**config.mk**
```make
export PLATFORM = sky130hd
export DESIGN_NAME = immu_top
export DESIGN_NICKNAME = d
export VERILOG_FILES = /design/src/immu_cfg_pkg.sv /design/src/immu_msr_pkg.sv /design/src/fetch_result_queue.sv /design/src/immu.sv /design/src/immu_top.sv /design/src/msr_decode.sv /design/src/tlb_entry_ram.sv
export SDC_FILE = /design/constraint.sdc
export NUM_CORES = 1
export LEC_CHECK = 0
export BUFFER_PORTS_ARGS = -buffer_cell sky130_fd_sc_hd__buf_2
export CAP_MARGIN = 20
export CORE_MARGIN = 8
export CORE_UTILIZATION = 60
export CTS_CLUSTER_SIZE = 10
export DETAILED_ROUTE_END_ITERATION = 10
export PLACE_DENSITY = 0.84
export SYNTH_ARGS = -nofsm -noshare
export SYNTH_HDL_FRONTEND = slang
export SYNTH_SLANG_ARGS = --single-unit
export TNS_END_PERCENT = 10
```
**constraint.sdc**
```tcl
create_clock -name clk -period 8.05 [get_ports clk]
set_clock_uncertainty 0.05 [all_clocks]
set_input_delay 0.805 -clock clk [delete_from_list [all_inputs] [get_ports clk]]
set_output_delay 0.805 -clock clk [all_outputs]
set_load 0.02 [all_outputs]
```
**src/immu_cfg_pkg.sv**
```systemverilog
// Instruction MMU configuration
// Address and page geometry, TLB size and result queue depth,
// plus the vector types that carry these widths through the design
`default_nettype none

package immu_cfg_pkg;

   // Address and MSR word widths
   localparam int ADDR_W = 32;
   localparam int DATA_W = 32;

   // 4 KiB pages
   localparam int PAGE_SHIFT = 12;
   // Page number width, same for VPN and PPN
   localparam int VPN_W = ADDR_W - PAGE_SHIFT;

   // Direct-mapped TLB, 4 sets, index must fit inside the VPN
   localparam int TLB_IDX_W = 2;
   localparam int TLB_ENTRIES = 1 << TLB_IDX_W;

   // Result queue slots, also the requester's initial credits
   localparam int QUEUE_DEPTH = 4;
   localparam int QUEUE_PTR_W = (QUEUE_DEPTH > 1) ? $clog2(QUEUE_DEPTH) : 1;
   localparam int QUEUE_CNT_W = $clog2(QUEUE_DEPTH + 1);

   // Page number, virtual or physical
   typedef logic [VPN_W-1:0] vpn_t;
   typedef logic [TLB_IDX_W-1:0] tlb_idx_t;
   typedef logic [DATA_W-1:0] msr_data_t;
   typedef logic [QUEUE_PTR_W-1:0] queue_ptr_t;
   typedef logic [QUEUE_CNT_W-1:0] queue_cnt_t;

endpackage

`default_nettype wire

```
**src/immu_msr_pkg.sv**
```systemverilog
// Instruction MMU machine-specific registers
// MSR address map and bit positions of the PSR and TLB entry words
`default_nettype none

package immu_msr_pkg;
   import immu_cfg_pkg::*;

   localparam int MSR_ADDR_W = 10;
   typedef logic [MSR_ADDR_W-1:0] msr_addr_t;

   // Register addresses
   localparam msr_addr_t MSR_PSR = 10'h000;
   localparam msr_addr_t MSR_IMMID = 10'h001;
   // Entry index sits in the low TLB_IDX_W address bits
   localparam msr_addr_t MSR_TLBL_BASE = 10'h100;
   localparam msr_addr_t MSR_TLBH_BASE = 10'h180;

   // PSR bits
   localparam int PSR_RM_BIT = 0;
   localparam int PSR_IMME_BIT = 1;

   // TLBL: valid bit, VPN tag in the top bits
   localparam int TLBL_V_BIT = 0;
   localparam int TLBL_TAG_LSB = DATA_W - VPN_W;

   // TLBH: attribute bits, PPN in the top bits
   localparam int TLBH_P_BIT = 0;
   localparam int TLBH_UX_BIT = 3;
   localparam int TLBH_RX_BIT = 4;
   localparam int TLBH_UNC_BIT = 7;
   localparam int TLBH_S_BIT = 8;
   localparam int TLBH_PPN_LSB = DATA_W - VPN_W;

endpackage

`default_nettype wire

```
**src/fetch_result_queue.sv**
```systemverilog
// Fetch translation result queue
// In-order circular buffer of lookup results, head slot shown on the
// res_* outputs, one credit pulse returned per accepted pop
`timescale 1ns/1ps
`default_nettype none

module fetch_result_queue (
   input  wire                 clk,
   input  wire                 reset,
   input  wire                 push,
   input  immu_cfg_pkg::vpn_t  push_ppn,
   input  wire                 push_itm,
   input  wire                 push_ipf,
   input  wire                 push_uncached,
   input  wire                 pop,
   output logic                res_valid,
   output immu_cfg_pkg::vpn_t  res_ppn,
   output logic                res_itm,
   output logic                res_ipf,
   output logic                res_uncached,
   output logic                credit
);
   import immu_cfg_pkg::*;

   // Payload slots
   vpn_t ppn_mem [QUEUE_DEPTH];
   logic itm_mem [QUEUE_DEPTH];
   logic ipf_mem [QUEUE_DEPTH];
   logic unc_mem [QUEUE_DEPTH];

   queue_ptr_t wr_ptr;
   queue_ptr_t rd_ptr;
   queue_cnt_t count;
   logic pop_ok;

   // Wrap at the last slot, depth need not be a power of two
   function automatic queue_ptr_t ptr_next(input queue_ptr_t ptr);
      queue_ptr_t nxt;
      nxt = (ptr == queue_ptr_t'(QUEUE_DEPTH - 1)) ? '0 : ptr + 1'b1;
      return nxt;
   endfunction

   assign res_valid = (count != '0);
   assign pop_ok = pop & res_valid;

   // Head slot
   assign res_ppn = ppn_mem[rd_ptr];
   assign res_itm = itm_mem[rd_ptr];
   assign res_ipf = ipf_mem[rd_ptr];
   assign res_uncached = unc_mem[rd_ptr];

   always_ff @(posedge clk)
   begin
      if (push)
      begin
         ppn_mem[wr_ptr] <= push_ppn;
         itm_mem[wr_ptr] <= push_itm;
         ipf_mem[wr_ptr] <= push_ipf;
         unc_mem[wr_ptr] <= push_uncached;
      end
   end

   // Pointers, count and credit return
   always_ff @(posedge clk)
   begin
      if (reset)
      begin
         wr_ptr <= '0;
         rd_ptr <= '0;
         count <= '0;
         credit <= 1'b0;
      end
      else
      begin
         // Requester credits keep push off a full queue
         if (push)
            wr_ptr <= ptr_next(wr_ptr);
         if (pop_ok)
            rd_ptr <= ptr_next(rd_ptr);
         if (push && !pop_ok)
            count <= count + 1'b1;
         else if (!push && pop_ok)
            count <= count - 1'b1;
         credit <= pop_ok;
      end
   end

endmodule

`default_nettype wire

```
**src/immu.sv**
```systemverilog
// Instruction TLB lookup
// Registers the request, reads the direct-mapped TLB words, compares
// the tag, checks execute permission for the current mode and forms
// the physical page with its miss, page fault and uncached flags
`timescale 1ns/1ps
`default_nettype none

module immu #(
   parameter int unsigned ENABLE_UNCACHED_SEG = 1
) (
   input  wire                      clk,
   input  wire                      reset,
   input  wire                      re,
   input  immu_cfg_pkg::vpn_t       vpn,
   input  wire                      psr_imme,
   input  wire                      psr_rm,
   input  wire                      tlbl_we,
   input  wire                      tlbh_we,
   input  immu_cfg_pkg::tlb_idx_t   tlb_widx,
   input  immu_cfg_pkg::msr_data_t  tlb_wdata,
   output logic                     valid,
   output immu_cfg_pkg::vpn_t       ppn,
   output logic                     itm,
   output logic                     ipf,
   output logic                     uncached
);
   import immu_cfg_pkg::*;
   import immu_msr_pkg::*;

   // Lookup stage registers
   vpn_t vpn_q;
   logic imme_q;
   logic rm_q;

   // Entry words read at the accept edge
   msr_data_t tlbl_q;
   msr_data_t tlbh_q;

   // Entry fields
   logic tlb_v;
   vpn_t tlb_tag;
   logic tlb_ux;
   logic tlb_rx;
   logic tlb_unc;
   vpn_t tlb_ppn;

   logic tlb_miss;
   logic perm_denied;
   logic seg_unc;

   // Set index from the low VPN bits
   tlb_entry_ram u_tlbl (
      .clk   (clk),
      .re    (re),
      .raddr (vpn[TLB_IDX_W-1:0]),
      .rdata (tlbl_q),
      .we    (tlbl_we),
      .waddr (tlb_widx),
      .wdata (tlb_wdata)
   );

   tlb_entry_ram u_tlbh (
      .clk   (clk),
      .re    (re),
      .raddr (vpn[TLB_IDX_W-1:0]),
      .rdata (tlbh_q),
      .we    (tlbh_we),
      .waddr (tlb_widx),
      .wdata (tlb_wdata)
   );

   // Mode bits sampled with the request
   always_ff @(posedge clk)
   begin
      if (reset)
      begin
         valid <= 1'b0;
         imme_q <= 1'b0;
         rm_q <= 1'b0;
      end
      else
      begin
         valid <= re;
         if (re)
         begin
            imme_q <= psr_imme;
            rm_q <= psr_rm;
         end
      end
   end

   always_ff @(posedge clk)
   begin
      if (re)
      begin
         vpn_q <= vpn;
      end
   end

   // P and S are stored but not decoded
   assign tlb_v = tlbl_q[TLBL_V_BIT];
   assign tlb_tag = tlbl_q[TLBL_TAG_LSB +: VPN_W];
   assign tlb_ux = tlbh_q[TLBH_UX_BIT];
   assign tlb_rx = tlbh_q[TLBH_RX_BIT];
   assign tlb_unc = tlbh_q[TLBH_UNC_BIT];
   assign tlb_ppn = tlbh_q[TLBH_PPN_LSB +: VPN_W];

   assign tlb_miss = ~(tlb_v & (tlb_tag == vpn_q));
   // RX governs root mode, UX user mode
   assign perm_denied = (rm_q & ~tlb_rx) | (~rm_q & ~tlb_ux);

   // Page fault only on a hit, so never together with a miss
   assign itm = tlb_miss & imme_q;
   assign ipf = perm_denied & ~tlb_miss & imme_q;

   // Identity mapping with translation off
   assign ppn = imme_q ? tlb_ppn : vpn_q;

   // Lower half of physical space is uncached
   assign seg_unc = (ENABLE_UNCACHED_SEG != 0) ? (~itm & ~ipf & ~ppn[VPN_W-1]) : 1'b0;
   assign uncached = (imme_q & ~tlb_miss & ~perm_denied & tlb_unc) | seg_unc;

endmodule

`default_nettype wire

```
**src/immu_top.sv**
```systemverilog
// Instruction MMU top level
// MSR decoder, TLB lookup and credit-returning result queue;
// requests in, translated fetch results out
`timescale 1ns/1ps
`default_nettype none

module immu_top (
   input  wire                      clk,
   input  wire                      reset,
   input  wire                      req_valid,
   input  immu_cfg_pkg::vpn_t       req_vpn,
   output logic                     req_credit,
   output logic                     res_valid,
   output immu_cfg_pkg::vpn_t       res_ppn,
   output logic                     res_itm,
   output logic                     res_ipf,
   output logic                     res_uncached,
   input  wire                      res_ack,
   input  wire                      msr_we,
   input  immu_msr_pkg::msr_addr_t  msr_addr,
   input  immu_cfg_pkg::msr_data_t  msr_wdata,
   output immu_cfg_pkg::msr_data_t  msr_rdata
);
   import immu_cfg_pkg::*;

   // Decoder to lookup
   logic psr_imme;
   logic psr_rm;
   logic tlbl_we;
   logic tlbh_we;
   tlb_idx_t tlb_widx;

   // Lookup to queue
   logic lookup_valid;
   vpn_t lookup_ppn;
   logic lookup_itm;
   logic lookup_ipf;
   logic lookup_uncached;

   msr_decode u_decode (
      .clk       (clk),
      .reset     (reset),
      .msr_we    (msr_we),
      .msr_addr  (msr_addr),
      .msr_wdata (msr_wdata),
      .msr_rdata (msr_rdata),
      .psr_imme  (psr_imme),
      .psr_rm    (psr_rm),
      .tlbl_we   (tlbl_we),
      .tlbh_we   (tlbh_we),
      .tlb_widx  (tlb_widx)
   );

   // Lower-half uncached segment on
   immu #(
      .ENABLE_UNCACHED_SEG (1)
   ) u_immu (
      .clk       (clk),
      .reset     (reset),
      .re        (req_valid),
      .vpn       (req_vpn),
      .psr_imme  (psr_imme),
      .psr_rm    (psr_rm),
      .tlbl_we   (tlbl_we),
      .tlbh_we   (tlbh_we),
      .tlb_widx  (tlb_widx),
      .tlb_wdata (msr_wdata),
      .valid     (lookup_valid),
      .ppn       (lookup_ppn),
      .itm       (lookup_itm),
      .ipf       (lookup_ipf),
      .uncached  (lookup_uncached)
   );

   fetch_result_queue u_result (
      .clk           (clk),
      .reset         (reset),
      .push          (lookup_valid),
      .push_ppn      (lookup_ppn),
      .push_itm      (lookup_itm),
      .push_ipf      (lookup_ipf),
      .push_uncached (lookup_uncached),
      .pop           (res_ack),
      .res_valid     (res_valid),
      .res_ppn       (res_ppn),
      .res_itm       (res_itm),
      .res_ipf       (res_ipf),
      .res_uncached  (res_uncached),
      .credit        (req_credit)
   );

endmodule

`default_nettype wire

```
**src/msr_decode.sv**
```systemverilog
// MSR access decoder
// Holds the PSR bits, turns MSR writes into TLB word write strobes
// with the entry index, and returns read data for PSR and IMMID
`timescale 1ns/1ps
`default_nettype none

module msr_decode (
   input  wire                      clk,
   input  wire                      reset,
   input  wire                      msr_we,
   input  immu_msr_pkg::msr_addr_t  msr_addr,
   input  immu_cfg_pkg::msr_data_t  msr_wdata,
   output immu_cfg_pkg::msr_data_t  msr_rdata,
   output logic                     psr_imme,
   output logic                     psr_rm,
   output logic                     tlbl_we,
   output logic                     tlbh_we,
   output immu_cfg_pkg::tlb_idx_t   tlb_widx
);
   import immu_cfg_pkg::*;
   import immu_msr_pkg::*;

   // IMMID reports the TLB index width in its low 3 bits
   localparam msr_data_t IMMID_VALUE = msr_data_t'(TLB_IDX_W % 8);

   logic is_psr;
   logic is_immid;
   logic is_tlbl;
   logic is_tlbh;

   // Address match
   assign is_psr = (msr_addr == MSR_PSR);
   assign is_immid = (msr_addr == MSR_IMMID);
   // TLB windows ignore the index bits
   assign is_tlbl = (msr_addr[MSR_ADDR_W-1:TLB_IDX_W] ==
                     MSR_TLBL_BASE[MSR_ADDR_W-1:TLB_IDX_W]);
   assign is_tlbh = (msr_addr[MSR_ADDR_W-1:TLB_IDX_W] ==
                     MSR_TLBH_BASE[MSR_ADDR_W-1:TLB_IDX_W]);

   // TLB write strobes and entry index
   assign tlbl_we = msr_we & is_tlbl;
   assign tlbh_we = msr_we & is_tlbh;
   assign tlb_widx = msr_addr[TLB_IDX_W-1:0];

   // PSR, translation off out of reset
   always_ff @(posedge clk)
   begin
      if (reset)
      begin
         psr_imme <= 1'b0;
         psr_rm <= 1'b0;
      end
      else if (msr_we && is_psr)
      begin
         psr_imme <= msr_wdata[PSR_IMME_BIT];
         psr_rm <= msr_wdata[PSR_RM_BIT];
      end
   end

   // Read mux, TLB words are write-only
   always_comb
   begin
      msr_rdata = '0;
      if (is_psr)
      begin
         msr_rdata[PSR_IMME_BIT] = psr_imme;
         msr_rdata[PSR_RM_BIT] = psr_rm;
      end
      else if (is_immid)
      begin
         msr_rdata = IMMID_VALUE;
      end
   end

endmodule

`default_nettype wire

```
**src/tlb_entry_ram.sv**
```systemverilog
// TLB word array
// One synchronous write port and one registered read port;
// a same-index read and write at one edge returns the old word
`timescale 1ns/1ps
`default_nettype none

module tlb_entry_ram (
   input  wire                      clk,
   input  wire                      re,
   input  immu_cfg_pkg::tlb_idx_t   raddr,
   output immu_cfg_pkg::msr_data_t  rdata,
   input  wire                      we,
   input  immu_cfg_pkg::tlb_idx_t   waddr,
   input  immu_cfg_pkg::msr_data_t  wdata
);
   import immu_cfg_pkg::*;

   // One word per TLB set
   msr_data_t mem [TLB_ENTRIES];

   // Write port
   always_ff @(posedge clk)
   begin
      if (we)
      begin
         mem[waddr] <= wdata;
      end
   end

   // Read port, holds last word while re is low
   always_ff @(posedge clk)
   begin
      if (re)
      begin
         rdata <= mem[raddr];
      end
   end

endmodule

`default_nettype wire

```
# After elaboration in Yosys (flattened, before gate mapping)
# Memory sizes are Yosys's and may differ from the RTL's. A register that Yosys moved wholly into a read port is not among the register bits.
# Cells that the tools add are included.
[totals] ff_bits=33 ramBits=348 inputBits=67 output_inout_bits=57 elab_cells=79 memories=6
[mem_list] name="u_immu.u_tlbh.mem" words=4 word_bits=32 rd=1 rd_clocked_by_memory_dff=1 wr=1 line="tlb_entry_ram.sv:19" source="msr_data_t mem [TLB_ENTRIES];"
[mem_list] name="u_immu.u_tlbl.mem" words=4 word_bits=32 rd=1 rd_clocked_by_memory_dff=1 wr=1 line="tlb_entry_ram.sv:19"
[mem_list] name="u_result.ppn_mem" words=4 word_bits=20 rd=1 rd_clocked_by_memory_dff=1 wr=1 line="fetch_result_queue.sv:26" source="vpn_t ppn_mem [QUEUE_DEPTH];"
[mem_list] name="u_result.ipf_mem" words=4 word_bits=1 rd=1 rd_clocked_by_memory_dff=1 wr=1 line="fetch_result_queue.sv:28" source="logic ipf_mem [QUEUE_DEPTH];"
[mem_list] name="u_result.itm_mem" words=4 word_bits=1 rd=1 rd_clocked_by_memory_dff=1 wr=1 line="fetch_result_queue.sv:27" source="logic itm_mem [QUEUE_DEPTH];"
[mem_list] name="u_result.unc_mem" words=4 word_bits=1 rd=1 rd_clocked_by_memory_dff=1 wr=1 line="fetch_result_queue.sv:29" source="logic unc_mem [QUEUE_DEPTH];"
[op_classes] n_addsub=4 eq_ne=6 mux=21 n_bitwise=24 reduce_logical=8
[op_table] op="2-to-1 mux 2 bit" n=12
[op_table] op="== test 20 bit" n=1
[op_table] op="2-to-1 mux 20 bit" n=1
[op_table] op="== test 8 x 7 -> 1 bit (second input constant)" n=2
[op_table] op="AND 1 bit" n=14
[op_table] op="== test 10 x 1 -> 1 bit (second input constant)" n=1
[op_table] op="zero test 10 bit" n=1
[op_table] op="inverter 1 bit" n=8
[op_table] op="2-to-1 mux 1 bit" n=6
[op_table] op="2-to-1 mux 3 bit" n=2
[op_table] op="adder 2 x 1 -> 2 bit (second input constant)" n=2
[op_table] op="== test 2 bit (second input constant)" n=2
[op_table] op="adder 3 x 1 -> 3 bit (second input constant)" n=1
[op_table] op="logical AND 1 bit" n=3
[op_table] op="nonzero test 3 bit" n=1
[op_table] op="subtractor 3 x 1 -> 3 bit (second input constant)" n=1
[op_table] op="zero test 1 bit" n=2
[op_table] op="OR 1 bit" n=2
[op_table] op="nonzero test 2 bit" n=1

# Logic depth before layout (Yosys ltp)
# Gate-level depths: netlist (run 1).
[logic_depth] word_depth=9 ltp_mapped=8 mapped_depth_nobuf=8

# Hierarchy
# Synthesis (run 1) repeated with hierarchy kept, for this count alone.
[unflattened] cells_unflattened=719 area_unflattened_um2=16807.4
[modules_own_cells] module="tlb_entry_ram" n_inst=2 cells_per_inst=203 area_each_um2=5650.4 seq_area_each_um2=4804.6
[modules_own_cells] module="fetch_result_queue" n_inst=1 cells_per_inst=166 area_each_um2=3831.2 seq_area_each_um2=2962.8
[modules_own_cells] module="immu" n_inst=1 cells_per_inst=94 area_each_um2=1265.0 seq_area_each_um2=660.6
[modules_own_cells] module="msr_decode" n_inst=1 cells_per_inst=53 area_each_um2=410.4 seq_area_each_um2=40.0

# Worst setup path before layout (run 1)
# No wires, ideal clock.
[synth_path] path_kind="input-to-reg" from="input port msr_addr[3]" to="memory u_immu.u_tlbh.mem[0][12] (netlist bit) (enable)" setup_ns=0.432 arrival_time_ns=3.187 required_time_ns=7.568 slack_ns=4.381 cell_stages=4 n_path_buf=0 path_cell_list="nor4_4 -> nand2_1 -> or3_1 -> nor3_1"
[synth_via] elab_chain_cells=4
[synth_lines] item="start, declared" line="immu_top.sv:20" source="input immu_msr_pkg::msr_addr_t msr_addr,"
[synth_lines] item="== test 8 x 7 -> 1 bit" line="msr_decode.sv:37" source="assign is_tlbh = (msr_addr[MSR_ADDR_W-1:TLB_IDX_W] =="
[synth_lines] item="AND 1 bit" line="msr_decode.sv:42" source="assign tlbh_we = msr_we & is_tlbh;"
[synth_lines] item="2-to-1 mux 1 bit" line="tlb_entry_ram.sv:24" source="if (we)"
[synth_lines] item="2-to-1 mux 1 bit (not written as such)" line="tlb_entry_ram.sv:26" source="mem[waddr] <= wdata;"
[synth_lines] item="end, declared" line="tlb_entry_ram.sv:19"
# Every way passes these cells.

==> out/summary.txt, run 1 <==
Synth warn -> 0
Post-synth EDFFs -> 332
Num ports -> 124
Vias/cell -> 5.93
Die width -> 164 um
Critical path class -> reg -> out
Total CTS buffers -> 40
Routed Antenna Nets -> 0
Remaining DRCs -> 0
First-pass GRT wire length -> 37800 um
Post-Route Setup TNS -> 0 ns
Final worst-path cycle share -> 35.4%
Largest buffer count on any clock path -> 3
Count of nets after finishing -> 795
Drt pass-1 iters -> 5
Clock transition at path regs -> 0.05 ns
Row cnt -> 54
Setup Buffers After CTS -> 0
Main synth FF type -> edfxtp_1
PwrDens -> 266 nW/um^2
Most instantiated library cell after synthesis -> edfxtp_1
Pin count of the biggest net entering global routing -> 68
Leakage -> 5.03 nW
Leading post-synthesis cells by cell area -> edfxtp_1, mux4_2, dfxtp_1, buf_4, mux2_2
CTS H-tree lvls -> 2
PostCTS Resize Cnt -> 0
Critical Path Start Type -> register
Type of the tightest min-delay check -> in -> reg
Unrepaired setup endpoints after global routing -> false
Post-Route WL -> 25100 um
Clock sink total -> 347
Hold-fix buffers at CTS -> 0
Tot Pwr -> 0.00399 W
Count of final setup violators -> 0
Sequential cell area fraction in the yosys report -> 78.7%
Cell count after synthesis -> 595
Tot GR Track Use -> 19.1%
Core area -> 21600 um^2
Port Buffer Count -> 86
Flops & latches, synth -> 347
Final Hold Viols -> 0
Status -> finished, final reports clean
Area grow syn2layout -> 14.8%
Max-capacitance violation count -> 0
Total die area -> 26700 um^2
Post-synthesis cell type count -> 34
Clock root cell -> clkbuf_16
Routability congestion estimate -> 0.709
Clk Latency, worst-skew pair -> 0.52 ns
Initial antenna violation count -> 6
Worst EP arrival -> 2.00 ns
Layout cells sized above 1 -> 32.6%
Initial core utilization -> 60.4%
Crit end category -> output port
Vias -> 6038
Synth top cells by count -> edfxtp_1, mux4_2, buf_4
FFs w/ async S/R, synth -> 0%
DRT iter0 DRCs -> 513
DPL Wire Length -> 14400 um
Vias in the first global route -> 6366
Least-Margin Pin Slew -> 0.879 ns
Crit Path Max Fanout -> 23
Fmax -> 351 MHz
Mean Syn Cell Area -> 21.9 um^2
WL/cell -> 24.6 um
CP Data Required Time -> 7.19 ns
Max Slew Vio Count -> 0
CTS tree -> yes
GRT overflow -> 0
Top cell type's share of synthesized area -> 76.4%
Maximum VDD drop -> 0.122 mV
Synth area leader -> edfxtp_1
DIE HEIGHT -> 164 um
Max_slew headroom -> 41.4%
Tmin final -> 2.85 ns
Synthesized area -> 13100 um^2
[final timing paths]
check	from	endpoint	slack, ns	cells after the start
hold / removal	req_vpn[10]	u_immu.vpn_q[10]$_DFFE_PP_	0.42	1
setup / recovery	register	res_ppn[3]	5.20	3
hold reg to reg	u_result.count[2]$_SDFFE_PP0P_	u_result.count[2]$_SDFFE_PP0P_	0.44	2
setup reg to reg	u_immu.vpn_q[15]$_DFFE_PP_	u_result.unc_mem[3]$_DFFE_PP_	5.70	5
[critical path, cell delays in order, from the launching register on]
cell and delay [ns]:
dfxtp_1 0.32, buf_4 0.39, mux4_2 0.58, buf_2 0.18
[per-layer routing]
layer / vias to the layer above / track usage [%] / part of all wire [%]
li1: 2590 / - / -
met4: 8 / 7.36 / 2.9
met2: 274 / 31.6 / 51
met3: 63 / 4.44 / 7.5
met5: - / 0 / 0.18
met1: 3103 / 24.2 / 39
[power by group]
group	switching [W]	internal (W)	leakage, nW
sequential	0.0000274	0.00203	3.18
combinational	0.000213	0.000159	1.32
clock	0.000635	0.000929	0.530
total	0.000875	0.00312	5.03
[layout make-up]
| cell class | count | area [um^2] |
|---|---|---|
| Inverter | 7 | 26.3 |
| Sequential cell | 347 | 10300 |
| Tap cell | 280 | 350 |
| Clock buffer | 57 | 1100 |
| Timing Repair Buffer | 104 | 666 |
| Antenna cell | 2 | 5.00 |
| Fill cell | 1236 | 6630 |
| Multi-Input combinational cell | 221 | 2580 |
[sequential cells by signal, summed over array words and instances (netlist names), named ones only]
register             flops
u_immu.u_tlbh.mem       92
u_immu.vpn_q            20
u_result.itm_mem         4
u_result.ppn_mem        80
u_result.count           3
u_immu.u_tlbl.mem       84
u_immu.u_tlbh.rdata     23
u_result.unc_mem         4
u_result.ipf_mem         4
u_result.wr_ptr          2
u_immu.valid             1
u_immu.imme_q            1
u_result.credit          1
u_decode.psr_rm          1
u_immu.u_tlbl.rdata     21
u_result.rd_ptr          2
u_immu.rm_q              1
u_decode.psr_imme        1
[cell families (layout without fill, tap and decap cells)]
kind of cell | after synthesis | in the layout | share of synthesized area [%]
AOI/OAI and AO/OA | 10 | 10 | 0.470
xor gates and xnor gates | 19 | 19 | 1.27
adders and majority gates | 7 | 7 | 0.728
buffers and inverters | 56 | 168 | 2.54
DFF | 347 | 347 | 78.7
muxes | 94 | 94 | 13.8
other | 1 | 32 | 0.0287
and+or+nand+nor | 61 | 61 | 2.48
[layout by cell type, fill, tap and decap left out, types with 3 or more instances in the layout]
| cell type | netlist | routed |
|---|---|---|
| or3_1 | 4 | 4 |
| buf_2 | 7 | 86 |
| nor2_1 | 22 | 19 |
| buf_16 | 0 | 4 |
| dfxtp_1 | 15 | 15 |
| nor2_2 | 0 | 3 |
| xor2_1 | 5 | 5 |
| inv_1 | 7 | 7 |
| buf_4 | 30 | 12 |
| and2_1 | 4 | 4 |
| conb_1 | 1 | 30 |
| xnor2_1 | 14 | 14 |
| nand2b_1 | 4 | 4 |
| clkbuf_16 | 0 | 41 |
| edfxtp_1 | 332 | 332 |
| nand4_1 | 3 | 3 |
| mux2i_1 | 8 | 8 |
| clkbuf_1 | 10 | 15 |
| nor3_1 | 5 | 3 |
| mux4_2 | 67 | 67 |
| nand2_1 | 9 | 9 |
| mux2_2 | 19 | 19 |
| ha_1 | 6 | 6 |
| a21oi_1 | 4 | 4 |
[through the flow]
| step | instances | cell area [um^2] | hold WS, ns | setup WS, ns | util, % |
|---|---|---|---|---|---|
| floorplan | 624 | 13200 | 0.397 | 4.38 | - |
| global placement | 953 | 13700 | 0.411 | 5.37 | 63.6 |
| detailed placement | 953 | 13700 | 0.433 | 5.33 | 63.6 |
| CTS | 1010 | 14800 | 0.396 | 4.96 | 68.7 |
| global route | 1018 | 15000 | 0.396 | 5.08 | 69.3 |
| finish | 1018 | 15000 | 0.418 | 5.20 | 69.3 |
Note: power is estimated with default switching activity, not from simulation.
==> run 2, diff against run 1 <==
--- a/config.mk
+++ b/config.mk
@@ -8,10 +8,10 @@
 export BUFFER_PORTS_ARGS = -buffer_cell sky130_fd_sc_hd__buf_2
 export CAP_MARGIN = 20
 export CORE_MARGIN = 8
-export CORE_UTILIZATION = 60
+export CORE_UTILIZATION = 59
 export CTS_CLUSTER_SIZE = 10
 export DETAILED_ROUTE_END_ITERATION = 10
-export PLACE_DENSITY = 0.84
+export PLACE_DENSITY = 0.82
 export SYNTH_ARGS = -nofsm -noshare
 export SYNTH_HDL_FRONTEND = slang
 export SYNTH_SLANG_ARGS = --single-unit
==> constraint.sdc (replaced) <==
create_clock -name clk -period 2.8 [get_ports clk]
set_clock_uncertainty 0.05 [all_clocks]
set_input_delay 0.28 -clock clk [delete_from_list [all_inputs] [get_ports clk]]
set_output_delay 0.28 -clock clk [all_outputs]
set_load 0.02 [all_outputs]
==> run 2 against run 1 <==
Non-clock buffer count up 43. Wire length grew 3.8%. Critical path depth increased by 5.
==> out/summary.txt, run 2 (same netlist as run 1, synthesis figures left out) <==
Setup Buffers After CTS -> 0
Status -> finished, final reports clean
Cell mode on critical path -> or3_1
Routed Antenna Nets -> 0
Max Slew Vio Count -> 0
Worst EP arrival -> 2.80 ns
Tot GR Track Use -> 19.5%
Crit Path Max Fanout -> 5
Die width -> 165 um
Clock transition at path regs -> 0.05 ns
Remaining DRCs -> 0
Row cnt -> 54
WL/cell -> 24.7 um
Maximum VDD drop -> 0.441 mV
Count of nets after finishing -> 838
Routability congestion estimate -> 0.776
DIE HEIGHT -> 165 um
Tmin final -> 2.41 ns
Post-Route WL -> 26000 um
Crit end category -> register
Largest register FFs -> 92
Ant diodes -> 0
Clock power frac -> 38.8%
Max-capacitance violation count -> 0
PostCTS Resize Cnt -> 0
Num ports -> 124
Sw frac -> 22.0%
Clock sink total -> 347
Final worst-path cycle share -> 86.0%
Cell Int Power -> 0.00898 W
Total die area -> 27100 um^2
Least-Margin Pin Slew -> 0.627 ns
Most common cell after layout, fill and taps aside -> edfxtp_1
Fin cells -> 1055
Initial core utilization -> 60.0%
CP max-delay cell -> or3_1
Vias in the first global route -> 6591
Core area -> 21800 um^2
Leakage -> 5.20 nW
CP Data Required Time -> 3.20 ns
Biggest register -> u_immu.u_tlbh.mem
Area grow syn2layout -> 17.6%
Largest buffer count on any clock path -> 3
Logic pwr share -> 9.8%
Filler Cell Count -> 1217
Worst hold slack -> 0.0126 ns
Count of final setup violators -> 0
Initial antenna violation count -> 1
P_sw -> 0.00253 W
Reg power frac -> 51.4%
Unrepaired setup endpoints after global routing -> false
CTS H-tree lvls -> 2
GRT overflow -> 0
Vias -> 6198
Fmax -> 415 MHz
Critical-path cell list -> or3_1, nand2_1, ha_1, inv_1, fa_1, xor2_1, or3_1, a21oi_1
Vias/cell -> 5.87
Clk Latency, worst-skew pair -> 0.52 ns
Buffers & Inverters on Critical Path -> 1
Max_slew headroom -> 58.2%
Type of the tightest min-delay check -> in -> reg
Crit path max-delay family -> simple AND/OR/NAND/NOR gates
DRT iter0 DRCs -> 473
Most frequent cells in the layout -> edfxtp_1, buf_2, mux4_2, dlygate4sd3_1, clkbuf_16
CTS tree -> yes
Critical Path Start Type -> register
Total CTS buffers -> 40
Clock root cell -> clkbuf_16
Drt pass-1 iters -> 5
PwrDens -> 749 nW/um^2
Pin count of the biggest net entering global routing -> 46
Final Hold Viols -> 0
Layout cells sized above 1 -> 31.4%
Critical path class -> reg -> reg
First-pass GRT wire length -> 38900 um
Slowest stage delay, CP -> 0.40 ns
DPL Wire Length -> 15100 um
Biggest regs -> u_immu.u_tlbh.mem (92), u_immu.u_tlbl.mem (84), u_result.ppn_mem (80)
Port Buffer Count -> 86
Placed insts -> 960
run 2: timing repair:
action,in CTS,in global routing
hold buffers,42,0
setup endpoints to repair,0,0
endpoints found under the hold margin,181,0
run 2: path summary, 6_finish.rpt:
check	start	end	slack [ns]	cells after the start
worst max-delay path	u_result.count[0]$_SDFFE_PP0P_	u_result.count[2]$_SDFFE_PP0P_	0.39	8
worst min-delay path	msr_wdata[31]	u_immu.u_tlbh.mem[3][31]$_DFFE_PP_	0.01	1
worst max register to register	u_result.count[0]$_SDFFE_PP0P_	u_result.count[2]$_SDFFE_PP0P_	0.39	8
worst min register to register	u_result.rd_ptr[1]$_SDFFE_PP0P_	register	0.47	2
run 2: stage by stage:
step                      cell area (um^2)  util, %  total power [W]  setup TNS [ns]  setup slack (ns)
final                                15400     70.6           0.0115               0             0.391
after global routing                 15400     70.6           0.0119               0             0.248
after CTS                            15400     70.6           0.0116               0             0.401
after detailed placement             13800     63.6          0.00709               0             0.437
after global placement               13800     63.6          0.00703               0             0.601
after floorplan                      13200        -          0.00675           -4.30            -0.205
run 2: layout make-up:
cell class,count,area [um^2],area share (%)
Multi-Input combinational cell,221,2590,16.8
Clock inverter,2,17.5,0.114
Tap cell,280,350,2.28
Timing Repair Buffer,147,1030,6.71
Sequential cell,347,10300,66.9
Inverter,7,26.3,0.171
Clock buffer,51,1070,6.99
run 2: power by group through the flow:
stage | clock, W | sequential [W] | combinational (W)
finish | 0.00447 | 0.00591 | 0.00113
global route | 0.00473 | 0.00592 | 0.00121
CTS | 0.00452 | 0.00591 | 0.00114
detailed placement | 0 | 0.00601 | 0.00108
global placement | 0 | 0.00600 | 0.00103
floorplan | 0 | 0.00599 | 0.000756
run 2: worst reg2reg max path: stages, from the launching register on:
cell	delay [ns]
dfxtp_1	0.34
or3_1	0.40
nand2_1	0.18
ha_1	0.23
inv_1	0.07
fa_1	0.39
xor2_1	0.20
or3_1	0.32
a21oi_1	0.16
run 2: routing by layer:
layer,track usage [%],vias up,share of wire [%]
met5,0,-,0.050
met4,7.29,2,3.0
met3,5.13,68,8.2
met2,34.2,288,53
met1,22.9,3161,36
li1,-,2679,-
